### config.mk
export PLATFORM = sky130hd
export DESIGN_NAME = l1_cache
export DESIGN_NICKNAME = d
export VERILOG_FILES = /design/src/rtl/l1_cache_pkg.sv /design/src/rtl/cache_ctrl.sv /design/src/rtl/flush_walker.sv /design/src/rtl/frame_array.sv /design/src/rtl/l1_cache.sv /design/src/rtl/store_merge.sv /design/src/rtl/tag_lookup.sv
export SDC_FILE = /design/constraint.sdc
export NUM_CORES = 2
export LEC_CHECK = 0
export BUFFER_PORTS_ARGS = -buffer_cell sky130_fd_sc_hd__buf_2
export CAP_MARGIN = 20
export CORE_UTILIZATION = 25
export CTS_CLUSTER_SIZE = 30
export DETAILED_ROUTE_END_ITERATION = 16
export PLACE_DENSITY_LB_ADDON = 0.05
export SETUP_SLACK_MARGIN = 0.4
export SLEW_MARGIN = 20
export SYNTH_ARGS = -nofsm -noshare
export SYNTH_HDL_FRONTEND = slang
export SYNTH_SLANG_ARGS = --single-unit
### constraint.sdc
create_clock -name CLK -period 7.42 [get_ports CLK]
set_input_delay 0.742 -clock CLK [delete_from_list [all_inputs] [get_ports CLK]]
set_output_delay 0.742 -clock CLK [all_outputs]
set_load 0.01 [all_outputs]
### src/rtl/l1_cache_pkg.sv
/*
 * Geometry and shared types of the direct-mapped write-back L1 data cache.
 * One way, N_SETS frames of BLOCK_WORDS words each, 32-bit byte addresses.
 * Addresses at or above NONCACHE_START are never cached.
 */
`default_nettype none

package l1_cache_pkg;
    localparam int WORD_W      = 32;
    localparam int N_SETS      = 16;
    localparam int BLOCK_WORDS = 2;
    localparam int SET_W       = $clog2(N_SETS);
    localparam int WOFF_W      = $clog2(BLOCK_WORDS);
    // what is left after index, word offset and the two byte bits
    localparam int TAG_W       = WORD_W - SET_W - WOFF_W - 2;

    // start of the uncached region
    localparam logic [WORD_W-1:0] NONCACHE_START = 32'hF000_0000;

    typedef logic [WORD_W-1:0] word_t;

    // word 0 sits in the low bits
    typedef word_t [BLOCK_WORDS-1:0] block_t;

    typedef logic [SET_W-1:0] set_idx_t;

    typedef struct packed {
        logic             valid;
        logic             dirty;
        logic [TAG_W-1:0] tag;
    } tag_entry_t;
endpackage

`default_nettype wire

### src/rtl/cache_ctrl.sv
/*
 * Cache FSM. The core must hold its request level and address until busy drops.
 * A flush pulse is remembered until flush_done. An uncached access already on
 * the bus is allowed to finish before the flush starts.
 */
`timescale 1ns/1ps
`default_nettype none

module cache_ctrl import l1_cache_pkg::*; (
    input  logic       CLK,
    input  logic       nRST,
    input  logic       proc_ren,
    input  logic       proc_wen,
    input  logic       flush,
    input  logic       hit,
    input  logic       victim_dirty,
    input  logic       pass_through,
    input  logic       mem_wait,
    input  logic       walk_finish,
    input  tag_entry_t tag_rd,
    input  set_idx_t   walk_set,
    input  word_t      victim_addr,
    input  word_t      proc_addr,
    output logic       proc_busy,
    output logic       flush_done,
    output set_idx_t   arr_sel,
    output logic       arr_wen,
    output logic       fill,
    output tag_entry_t tag_wr,
    output logic       mem_ren,
    output logic       mem_wen,
    output word_t      mem_addr,
    output logic       walk_step,
    output logic       walk_clear
);
    typedef enum logic [2:0] {CLEAR, LOOKUP, FETCH, WB, FLUSH} state_t;

    state_t state;
    state_t next_state;
    logic   flush_req;
    logic   req;

    assign req = proc_ren || proc_wen;

    always_ff @(posedge CLK, negedge nRST) begin
        if (!nRST) begin
            state     <= CLEAR;
            flush_req <= 1'b0;
        end else begin
            state     <= next_state;
            flush_req <= (flush_req || flush) && !flush_done;
        end
    end

    // the sweep states walk the sets, everything else follows the core address
    assign arr_sel = (state == CLEAR || state == FLUSH) ? walk_set
                                                         : proc_addr[WOFF_W+2 +: SET_W];

    always_comb begin
        next_state = state;
        proc_busy  = 1'b1;
        flush_done = 1'b0;
        arr_wen    = 1'b0;
        fill       = 1'b0;
        tag_wr     = '0;
        mem_ren    = 1'b0;
        mem_wen    = 1'b0;
        mem_addr   = '0;
        walk_step  = 1'b0;
        walk_clear = 1'b0;

        case (state)
            CLEAR: begin
                // invalidate one set per cycle
                arr_wen   = 1'b1;
                walk_step = 1'b1;
                if (walk_set == set_idx_t'(N_SETS - 1)) begin
                    walk_clear = 1'b1;
                    next_state = LOOKUP;
                end
            end
            LOOKUP: begin
                if (req && pass_through) begin
                    mem_ren   = proc_ren;
                    mem_wen   = proc_wen;
                    mem_addr  = proc_addr;
                    proc_busy = mem_wait;
                end else if (flush || flush_req) begin
                    next_state = FLUSH;
                end else if (req && hit) begin
                    proc_busy = 1'b0;
                    if (proc_wen) begin
                        arr_wen      = 1'b1;
                        tag_wr.valid = 1'b1;
                        tag_wr.dirty = 1'b1;
                        tag_wr.tag   = tag_rd.tag;
                    end
                end else if (req) begin
                    next_state = victim_dirty ? WB : FETCH;
                end
            end
            FETCH: begin
                mem_ren  = 1'b1;
                mem_addr = {proc_addr[WORD_W-1:WOFF_W+2], {(WOFF_W+2){1'b0}}};
                if (!mem_wait) begin
                    arr_wen      = 1'b1;
                    fill         = 1'b1;
                    tag_wr.valid = 1'b1;
                    // a write miss merges its bytes into the fill
                    tag_wr.dirty = proc_wen;
                    tag_wr.tag   = proc_addr[WORD_W-1 -: TAG_W];
                    next_state   = LOOKUP;
                end
            end
            WB: begin
                mem_wen  = 1'b1;
                mem_addr = victim_addr;
                if (!mem_wait) begin
                    // frame left invalid, the re-lookup then misses clean
                    arr_wen    = 1'b1;
                    next_state = LOOKUP;
                end
            end
            FLUSH: begin
                if (walk_finish) begin
                    flush_done = 1'b1;
                    walk_clear = 1'b1;
                    next_state = LOOKUP;
                end else if (victim_dirty) begin
                    mem_wen  = 1'b1;
                    mem_addr = {tag_rd.tag, walk_set, {WOFF_W{1'b0}}, 2'b00};
                    if (!mem_wait) begin
                        arr_wen   = 1'b1;
                        walk_step = 1'b1;
                    end
                end else begin
                    arr_wen   = 1'b1;
                    walk_step = 1'b1;
                end
            end
            default: begin
                next_state = CLEAR;
            end
        endcase
    end
endmodule

`default_nettype wire

### src/rtl/flush_walker.sv
/*
 * Set counter for the clear after reset and for flush.
 * finish rises on the step past the last set and holds until clear.
 * clear takes priority over step.
 */
`timescale 1ns/1ps
`default_nettype none

module flush_walker import l1_cache_pkg::*; (
    input  logic     CLK,
    input  logic     nRST,
    input  logic     step,
    input  logic     clear,
    output set_idx_t set,
    output logic     finish
);
    always_ff @(posedge CLK, negedge nRST) begin
        if (!nRST) begin
            set    <= '0;
            finish <= 1'b0;
        end else if (clear) begin
            set    <= '0;
            finish <= 1'b0;
        end else if (step) begin
            // wraps back to set 0 after the last one
            set <= set + 1'b1;
            if (set == set_idx_t'(N_SETS - 1)) begin
                finish <= 1'b1;
            end
        end
    end
endmodule

`default_nettype wire

### src/rtl/frame_array.sv
/*
 * One entry per set, read combinationally and written on the rising edge.
 * Reset clears every entry, so a cleared tag reads as invalid and clean.
 */
`timescale 1ns/1ps
`default_nettype none

module frame_array import l1_cache_pkg::*; #(
    parameter type ENTRY_T = block_t
) (
    input  logic     CLK,
    input  logic     nRST,
    input  set_idx_t sel,
    input  logic     wen,
    input  ENTRY_T   wdata,
    output ENTRY_T   rdata
);
    ENTRY_T entries [N_SETS];

    always_ff @(posedge CLK, negedge nRST) begin
        if (!nRST) begin
            for (int i = 0; i < N_SETS; i++) begin
                entries[i] <= '0;
            end
        end else if (wen) begin
            entries[sel] <= wdata;
        end
    end

    assign rdata = entries[sel];
endmodule

`default_nettype wire

### src/rtl/l1_cache.sv
/*
 * Top of the L1 data cache, one block per memory handshake.
 * Uncached accesses use word 0 of mem_wdata and mem_rdata, with a word address.
 * Block transfers always drive mem_byte_en as all ones.
 */
`timescale 1ns/1ps
`default_nettype none

module l1_cache import l1_cache_pkg::*; (
    input  logic       CLK,
    input  logic       nRST,
    input  logic       flush,
    output logic       flush_done,
    input  logic       proc_ren,
    input  logic       proc_wen,
    input  word_t      proc_addr,
    input  word_t      proc_wdata,
    input  logic [3:0] proc_byte_en,
    output word_t      proc_rdata,
    output logic       proc_busy,
    output logic       mem_ren,
    output logic       mem_wen,
    output word_t      mem_addr,
    output block_t     mem_wdata,
    output logic [3:0] mem_byte_en,
    input  block_t     mem_rdata,
    input  logic       mem_wait
);
    set_idx_t   arr_sel;
    logic       arr_wen;
    logic       fill;
    tag_entry_t tag_wr;
    tag_entry_t tag_rd;
    block_t     data_rd;
    block_t     block_wr;
    logic       hit;
    logic       victim_dirty;
    logic       pass_through;
    word_t      rd_word;
    word_t      victim_addr;
    word_t      pt_store;
    set_idx_t   walk_set;
    logic       walk_finish;
    logic       walk_step;
    logic       walk_clear;
    logic [3:0] wr_byte_en;
    logic       pt_xfer;
    block_t     pt_block;

    // reads never merge bytes into a fill
    assign wr_byte_en = proc_wen ? proc_byte_en : 4'h0;

    // only uncached transfers carry an address in the uncached region
    assign pt_xfer = (mem_addr >= NONCACHE_START);

    always_comb begin
        pt_block    = data_rd;
        pt_block[0] = pt_store;
    end

    assign mem_wdata   = pt_xfer ? pt_block : data_rd;
    assign mem_byte_en = pt_xfer ? proc_byte_en : 4'hF;
    assign proc_rdata  = pass_through ? mem_rdata[0] : rd_word;

    cache_ctrl u_ctrl (
        .CLK(CLK), .nRST(nRST),
        .proc_ren(proc_ren), .proc_wen(proc_wen), .flush(flush),
        .hit(hit), .victim_dirty(victim_dirty), .pass_through(pass_through),
        .mem_wait(mem_wait), .walk_finish(walk_finish), .tag_rd(tag_rd),
        .walk_set(walk_set), .victim_addr(victim_addr), .proc_addr(proc_addr),
        .proc_busy(proc_busy), .flush_done(flush_done), .arr_sel(arr_sel),
        .arr_wen(arr_wen), .fill(fill), .tag_wr(tag_wr),
        .mem_ren(mem_ren), .mem_wen(mem_wen), .mem_addr(mem_addr),
        .walk_step(walk_step), .walk_clear(walk_clear)
    );

    frame_array #(.ENTRY_T(tag_entry_t)) tag_array (
        .CLK(CLK), .nRST(nRST), .sel(arr_sel), .wen(arr_wen),
        .wdata(tag_wr), .rdata(tag_rd)
    );

    frame_array #(.ENTRY_T(block_t)) data_array (
        .CLK(CLK), .nRST(nRST), .sel(arr_sel), .wen(arr_wen),
        .wdata(block_wr), .rdata(data_rd)
    );

    tag_lookup u_lookup (
        .addr(proc_addr), .tag_rd(tag_rd), .data_rd(data_rd),
        .hit(hit), .victim_dirty(victim_dirty), .pass_through(pass_through),
        .rd_word(rd_word), .victim_addr(victim_addr)
    );

    store_merge u_merge (
        .addr(proc_addr), .wdata(proc_wdata), .byte_en(wr_byte_en),
        .data_rd(data_rd), .fill_data(mem_rdata), .fill(fill),
        .block_wr(block_wr), .pt_store(pt_store)
    );

    flush_walker u_walker (
        .CLK(CLK), .nRST(nRST), .step(walk_step), .clear(walk_clear),
        .set(walk_set), .finish(walk_finish)
    );
endmodule

`default_nettype wire

### src/rtl/store_merge.sv
/*
 * Builds the block written into the data array and the uncached store word.
 * Every byte lane with its enable set is replaced, in any combination.
 * The caller zeroes byte_en for reads so that a read fill passes memory data.
 */
`timescale 1ns/1ps
`default_nettype none

module store_merge import l1_cache_pkg::*; (
    input  word_t       addr,
    input  word_t       wdata,
    input  logic [3:0]  byte_en,
    input  block_t      data_rd,
    input  block_t      fill_data,
    input  logic        fill,
    output block_t      block_wr,
    output word_t       pt_store
);
    logic [WOFF_W-1:0] woff;
    block_t            base;
    word_t             old_word;
    word_t             new_word;

    assign woff = addr[2 +: WOFF_W];

    always_comb begin
        // a fill starts from memory data, a write hit from the stored block
        base     = fill ? fill_data : data_rd;
        old_word = base[woff];
        for (int b = 0; b < 4; b++) begin
            new_word[8*b +: 8] = byte_en[b] ? wdata[8*b +: 8] : old_word[8*b +: 8];
            // disabled lanes go out as zero on the uncached path
            pt_store[8*b +: 8] = byte_en[b] ? wdata[8*b +: 8] : 8'h00;
        end
        block_wr       = base;
        block_wr[woff] = new_word;
    end
endmodule

`default_nettype wire

### src/rtl/tag_lookup.sv
/*
 * Purely combinational address decode and tag compare.
 * victim_dirty looks only at the stored tag, so it also serves the flush sweep.
 * An uncached address never reports a hit.
 */
`timescale 1ns/1ps
`default_nettype none

module tag_lookup import l1_cache_pkg::*; (
    input  word_t      addr,
    input  tag_entry_t tag_rd,
    input  block_t     data_rd,
    output logic       hit,
    output logic       victim_dirty,
    output logic       pass_through,
    output word_t      rd_word,
    output word_t      victim_addr
);
    logic [TAG_W-1:0]  addr_tag;
    set_idx_t          addr_idx;
    logic [WOFF_W-1:0] addr_woff;

    // tag | index | word offset | byte offset
    assign addr_tag  = addr[WORD_W-1 -: TAG_W];
    assign addr_idx  = addr[WOFF_W+2 +: SET_W];
    assign addr_woff = addr[2 +: WOFF_W];

    assign pass_through = (addr >= NONCACHE_START);
    assign hit          = !pass_through && tag_rd.valid && (tag_rd.tag == addr_tag);
    assign victim_dirty = tag_rd.valid && tag_rd.dirty;

    assign rd_word = data_rd[addr_woff];

    // block address of whatever frame currently sits at this index
    assign victim_addr = {tag_rd.tag, addr_idx, {WOFF_W{1'b0}}, 2'b00};
endmodule

`default_nettype wire
==> results by group <==
Final layout
  – Post-route design area: roughly 80000 um2
  – Fin nets: just under 6k
  – Commonest non-fill, non-tap cell in the layout: dfrtp_1
  – P&R area growth vs syn: 18.1%
  – Share of layout cells above drive strength 1: 21.1%
  – Most frequent cells in the layout: dfrtp_1, mux2_1, a22oi_1, mux2_2, a21oi_1

Logic synthesis
  – Avg Synthesized Cell Area: around 12 um2
  – Post-synthesis register bit count: between 1k and 1.5k
  – Yosys warns: 0
  – Asr flop ratio synth: 100%
  – Sequential area share after synthesis: roughly 54%
  – Syn_nets: around 5.6k
  – Post-synthesis cell type count: 57
  – Mapped Area: approximately 68000 um2
  – Synthesized netlist cell count: between 5k and 6k
  – Top_reg_cell synth: dfrtp_1
  – Number of synthesized flops with an enable pin: 0

Placement
  – DP Worst Slack: between 0.5 and 0.6 ns
  – RD Place Congestion: just under 0.8
  – DP Wirelength: roughly 160 mm
  – Port buffer count: 273
  – Area post-placement: 73900 um2

STA
  – Final Max Slew Viols: 0
  – Setup violators final: 0
  – Setup_tns: 0 ns
  – Worst-Margin Slew: around 1.1 ns
  – Tmin final: 6.76 ns
  – Unrepaired setup endpoints after global routing: no
  – Final hold violations: 0
  – Max-slew headroom: 26.8%
  – Worst Skew: ~0.042 ns
  – Tcrit/Tclk final: 91.2%
  – Max Freq: about 0.15 GHz
  – Worst Setup Slack, final: 0.656 ns

Global route
  – Vias in the first global route: about 50k
  – Largest net degree at the start of global routing: 143
  – Remaining global-route overflow: 0
  – First-pass GRT wire length: just under 400 mm
  – Initial antenna violation count: 14
  – Gr usage total: just over 20%

Power and ir drop
  – Total power: roughly 0.038 W
  – Leakage: between 30 and 40 nW
  – P per Cell Area: around 480 nW/um2
  – Maximum vdd drop: around 0.00038 V

Critical path
  – Worst path top cell family by delay: simple AND/OR/NAND/NOR gates
  – Critical Path Start Type: flip-flop
  – Worst path cell trace: buf_4 -> or2_2 -> a21oi_4 -> buf_4 -> o22ai_1 -> o21ai_0 -> buf_4 -> nand4_1 -> xnor2_1 -> or4_1 -> nor3_1 -> nor2_1 -> buf_2
  – Data arrival, critical path: ~6.0 ns
  – Most used cell, CP: buf_4
  – CP max stage delay: between 0.7 and 0.8 ns
  – Crit path buf inv count: 4
  – Critical path type: reg -> out
  – CP Data Required Time: 6.68 ns
  – Crit. End Element: primary output
  – Worst path slowest cell: or4_1
  – CP max FO: 17

Die
  – Core area: between 200000 and 300000 um2
  – Die W: 522 um
  – Die area: 273000 um2
  – IO Count: 274
  – Num rows: 190
  – Initial Util: between 20% and 30%
  – Die Y: 522 um

Status
  – Status: completed

Clock tree
  – Sink Count: about 1.5k
  – Worst-skew pair later-pin latency: 0.83 ns
  – Total CTS buffers: between 150 and 200
  – H-tree depth: 4
  – Clk slew on worst S/H paths: 0.06 ns
  – CTS tree: built
  – Clock tree buffer depth: 3
  – Root Driver: clkbuf_16

Routing
  – Routed vias: about 48k
  – Final WL: 275 mm
  – DR iter-0 viols: just under 3k
  – DR pass1 iterations: 5
  – WL per Instance: approximately 29 um
  – DRC violations left: 0
  – Routed Antenna Nets: 0
  – Via density: 5.08

Flow run
  – Max-capacitance violation count: 0

Hold path
  – Worst hold path type: in -> reg
==> flip-flops by register name (all words and copies together) (netlist names) <==
name,count
u_ctrl.state,3
u_walker.finish,1
u_ctrl.flush_req,1
tag_array.entries,432
u_walker.set,4
data_array.entries,1024
==> layer usage <==
metal / up-vias / track usage (%) / part of all wire, %
met2: 878 / 34.4 / 49
met1: 25600 / 27.3 / 46
met4: 0 / 4.22 / 1.9
li1: 20800 / - / -
met5: - / 0 / 0
met3: 283 / 2.44 / 3.2
==> worst min-delay path: cells and delay by family <==
family	cells	cell delay, ns
AND/OR/NAND/NOR	2	0.15
buffers and inverters	1	0.14
==> layout make-up <==
class                           instances  area (um2)
Inverter                               36         135
Multi-Input combinational cell       3462       28700
Timing Repair Buffer                  525        4050
Sequential cell                      1465       36700
Tap cell                             3552        4440
Clock inverter                         37         407
Fill cell                           27400      189000
Antenna cell                            3        7.51
Clock buffer                          299        5610
==> synth_stat cells, types with 2 or more instances <==
master	n	area [um2]
buf_4	35	263
a2bb2oi_1	16	140
buf_6	83	935
buf_2	84	420
nor2_1	114	428
nand3_1	38	190
xnor2_1	6	52.6
nand2b_1	11	68.8
a22o_1	4	35.0
nand2_1	246	923
or3_1	3	18.8
xor2_1	21	184
o21ai_0	256	1280
a21oi_1	327	1640
or4_1	3	22.5
nor3_1	9	45.0
dfrtp_1	1465	36700
nor2_4	3	33.8
o21a_1	3	22.5
nand4_1	36	225
and2_1	7	43.8
a22oi_1	513	3850
o31ai_1	2	15.0
nor2_2	3	18.8
clkbuf_1	275	1030
nor2_8	10	200
a21o_1	3	22.5
o21ai_1	49	245
nor4_1	64	400
o22ai_1	217	1360
o32a_1	60	601
mux2_4	3	45.0
inv_1	36	135
o21ai_2	13	114
o22a_1	18	158
mux2i_1	4	40.0
buf_1	30	113
and4_1	2	17.5
nor2b_1	5	31.3
mux2_1	1058	11900
mux2_2	319	3590
==> power by group <==
group,switching [W],total [W],internal [W],leakage [nW]
Sequential,0.00163,0.0130,0.0113,19.2
Clock,0.00372,0.00898,0.00526,2.96
Combinational,0.0104,0.0161,0.00567,13.8
Total,0.0158,0.0380,0.0223,35.9
==> repair_timing <==
action                                  CTS  global route
hold buffers                              1             0
gates resized for setup                   1             0
buffers inserted                          0             0
endpoints found under the hold margin    72             0
endpoints found under the setup margin    1             0
==> cell families (layout without fill, tap and decap cells) <==
group	Yosys count	after routing	synth area share, %
multiplexers	1384	1384	23.0
AND/OR/NAND/NOR	561	561	4.03
adder cells (fa/ha/maj)	1	1	0.0185
buffers and inverters	544	897	4.31
XOR/XNOR	27	27	0.349
AO/OA/AOI/OAI	1488	1489	14.1
flip-flops	1465	1465	54.2
other	0	3	0
==> final timing paths <==
| path | cells after the start | start | endpoint | slack (ns) |
|---|---|---|---|---|
| min in group asynchronous | 2 | nRST | data_array.entries[1020] | 0.55 |
| min reg2reg | 1 | data_array.entries[85] | data_array.entries[85] | 0.48 |
| max | 13 | u_ctrl.state[0] | proc_busy | 0.66 |
| min | 3 | flush | u_ctrl.flush_req | 0.27 |
| max in group asynchronous | 4 | nRST | data_array.entries[547] | 4.94 |
| max reg2reg | 15 | u_ctrl.state[0] | data_array.entries[666] | 0.90 |
==> through the flow <==
step / hold slack [ns] / util [%] / cells
after CTS: 0.233 / 29.8 / 9376
after floorplan: 0.446 / - / 5470
after detailed placement: 0.475 / 27.5 / 9038
after global placement: 0.467 / 27.5 / 9035
final: 0.265 / 29.8 / 9379
after global routing: 0.268 / 29.8 / 9377
Power figures use the tool's default switching activity.
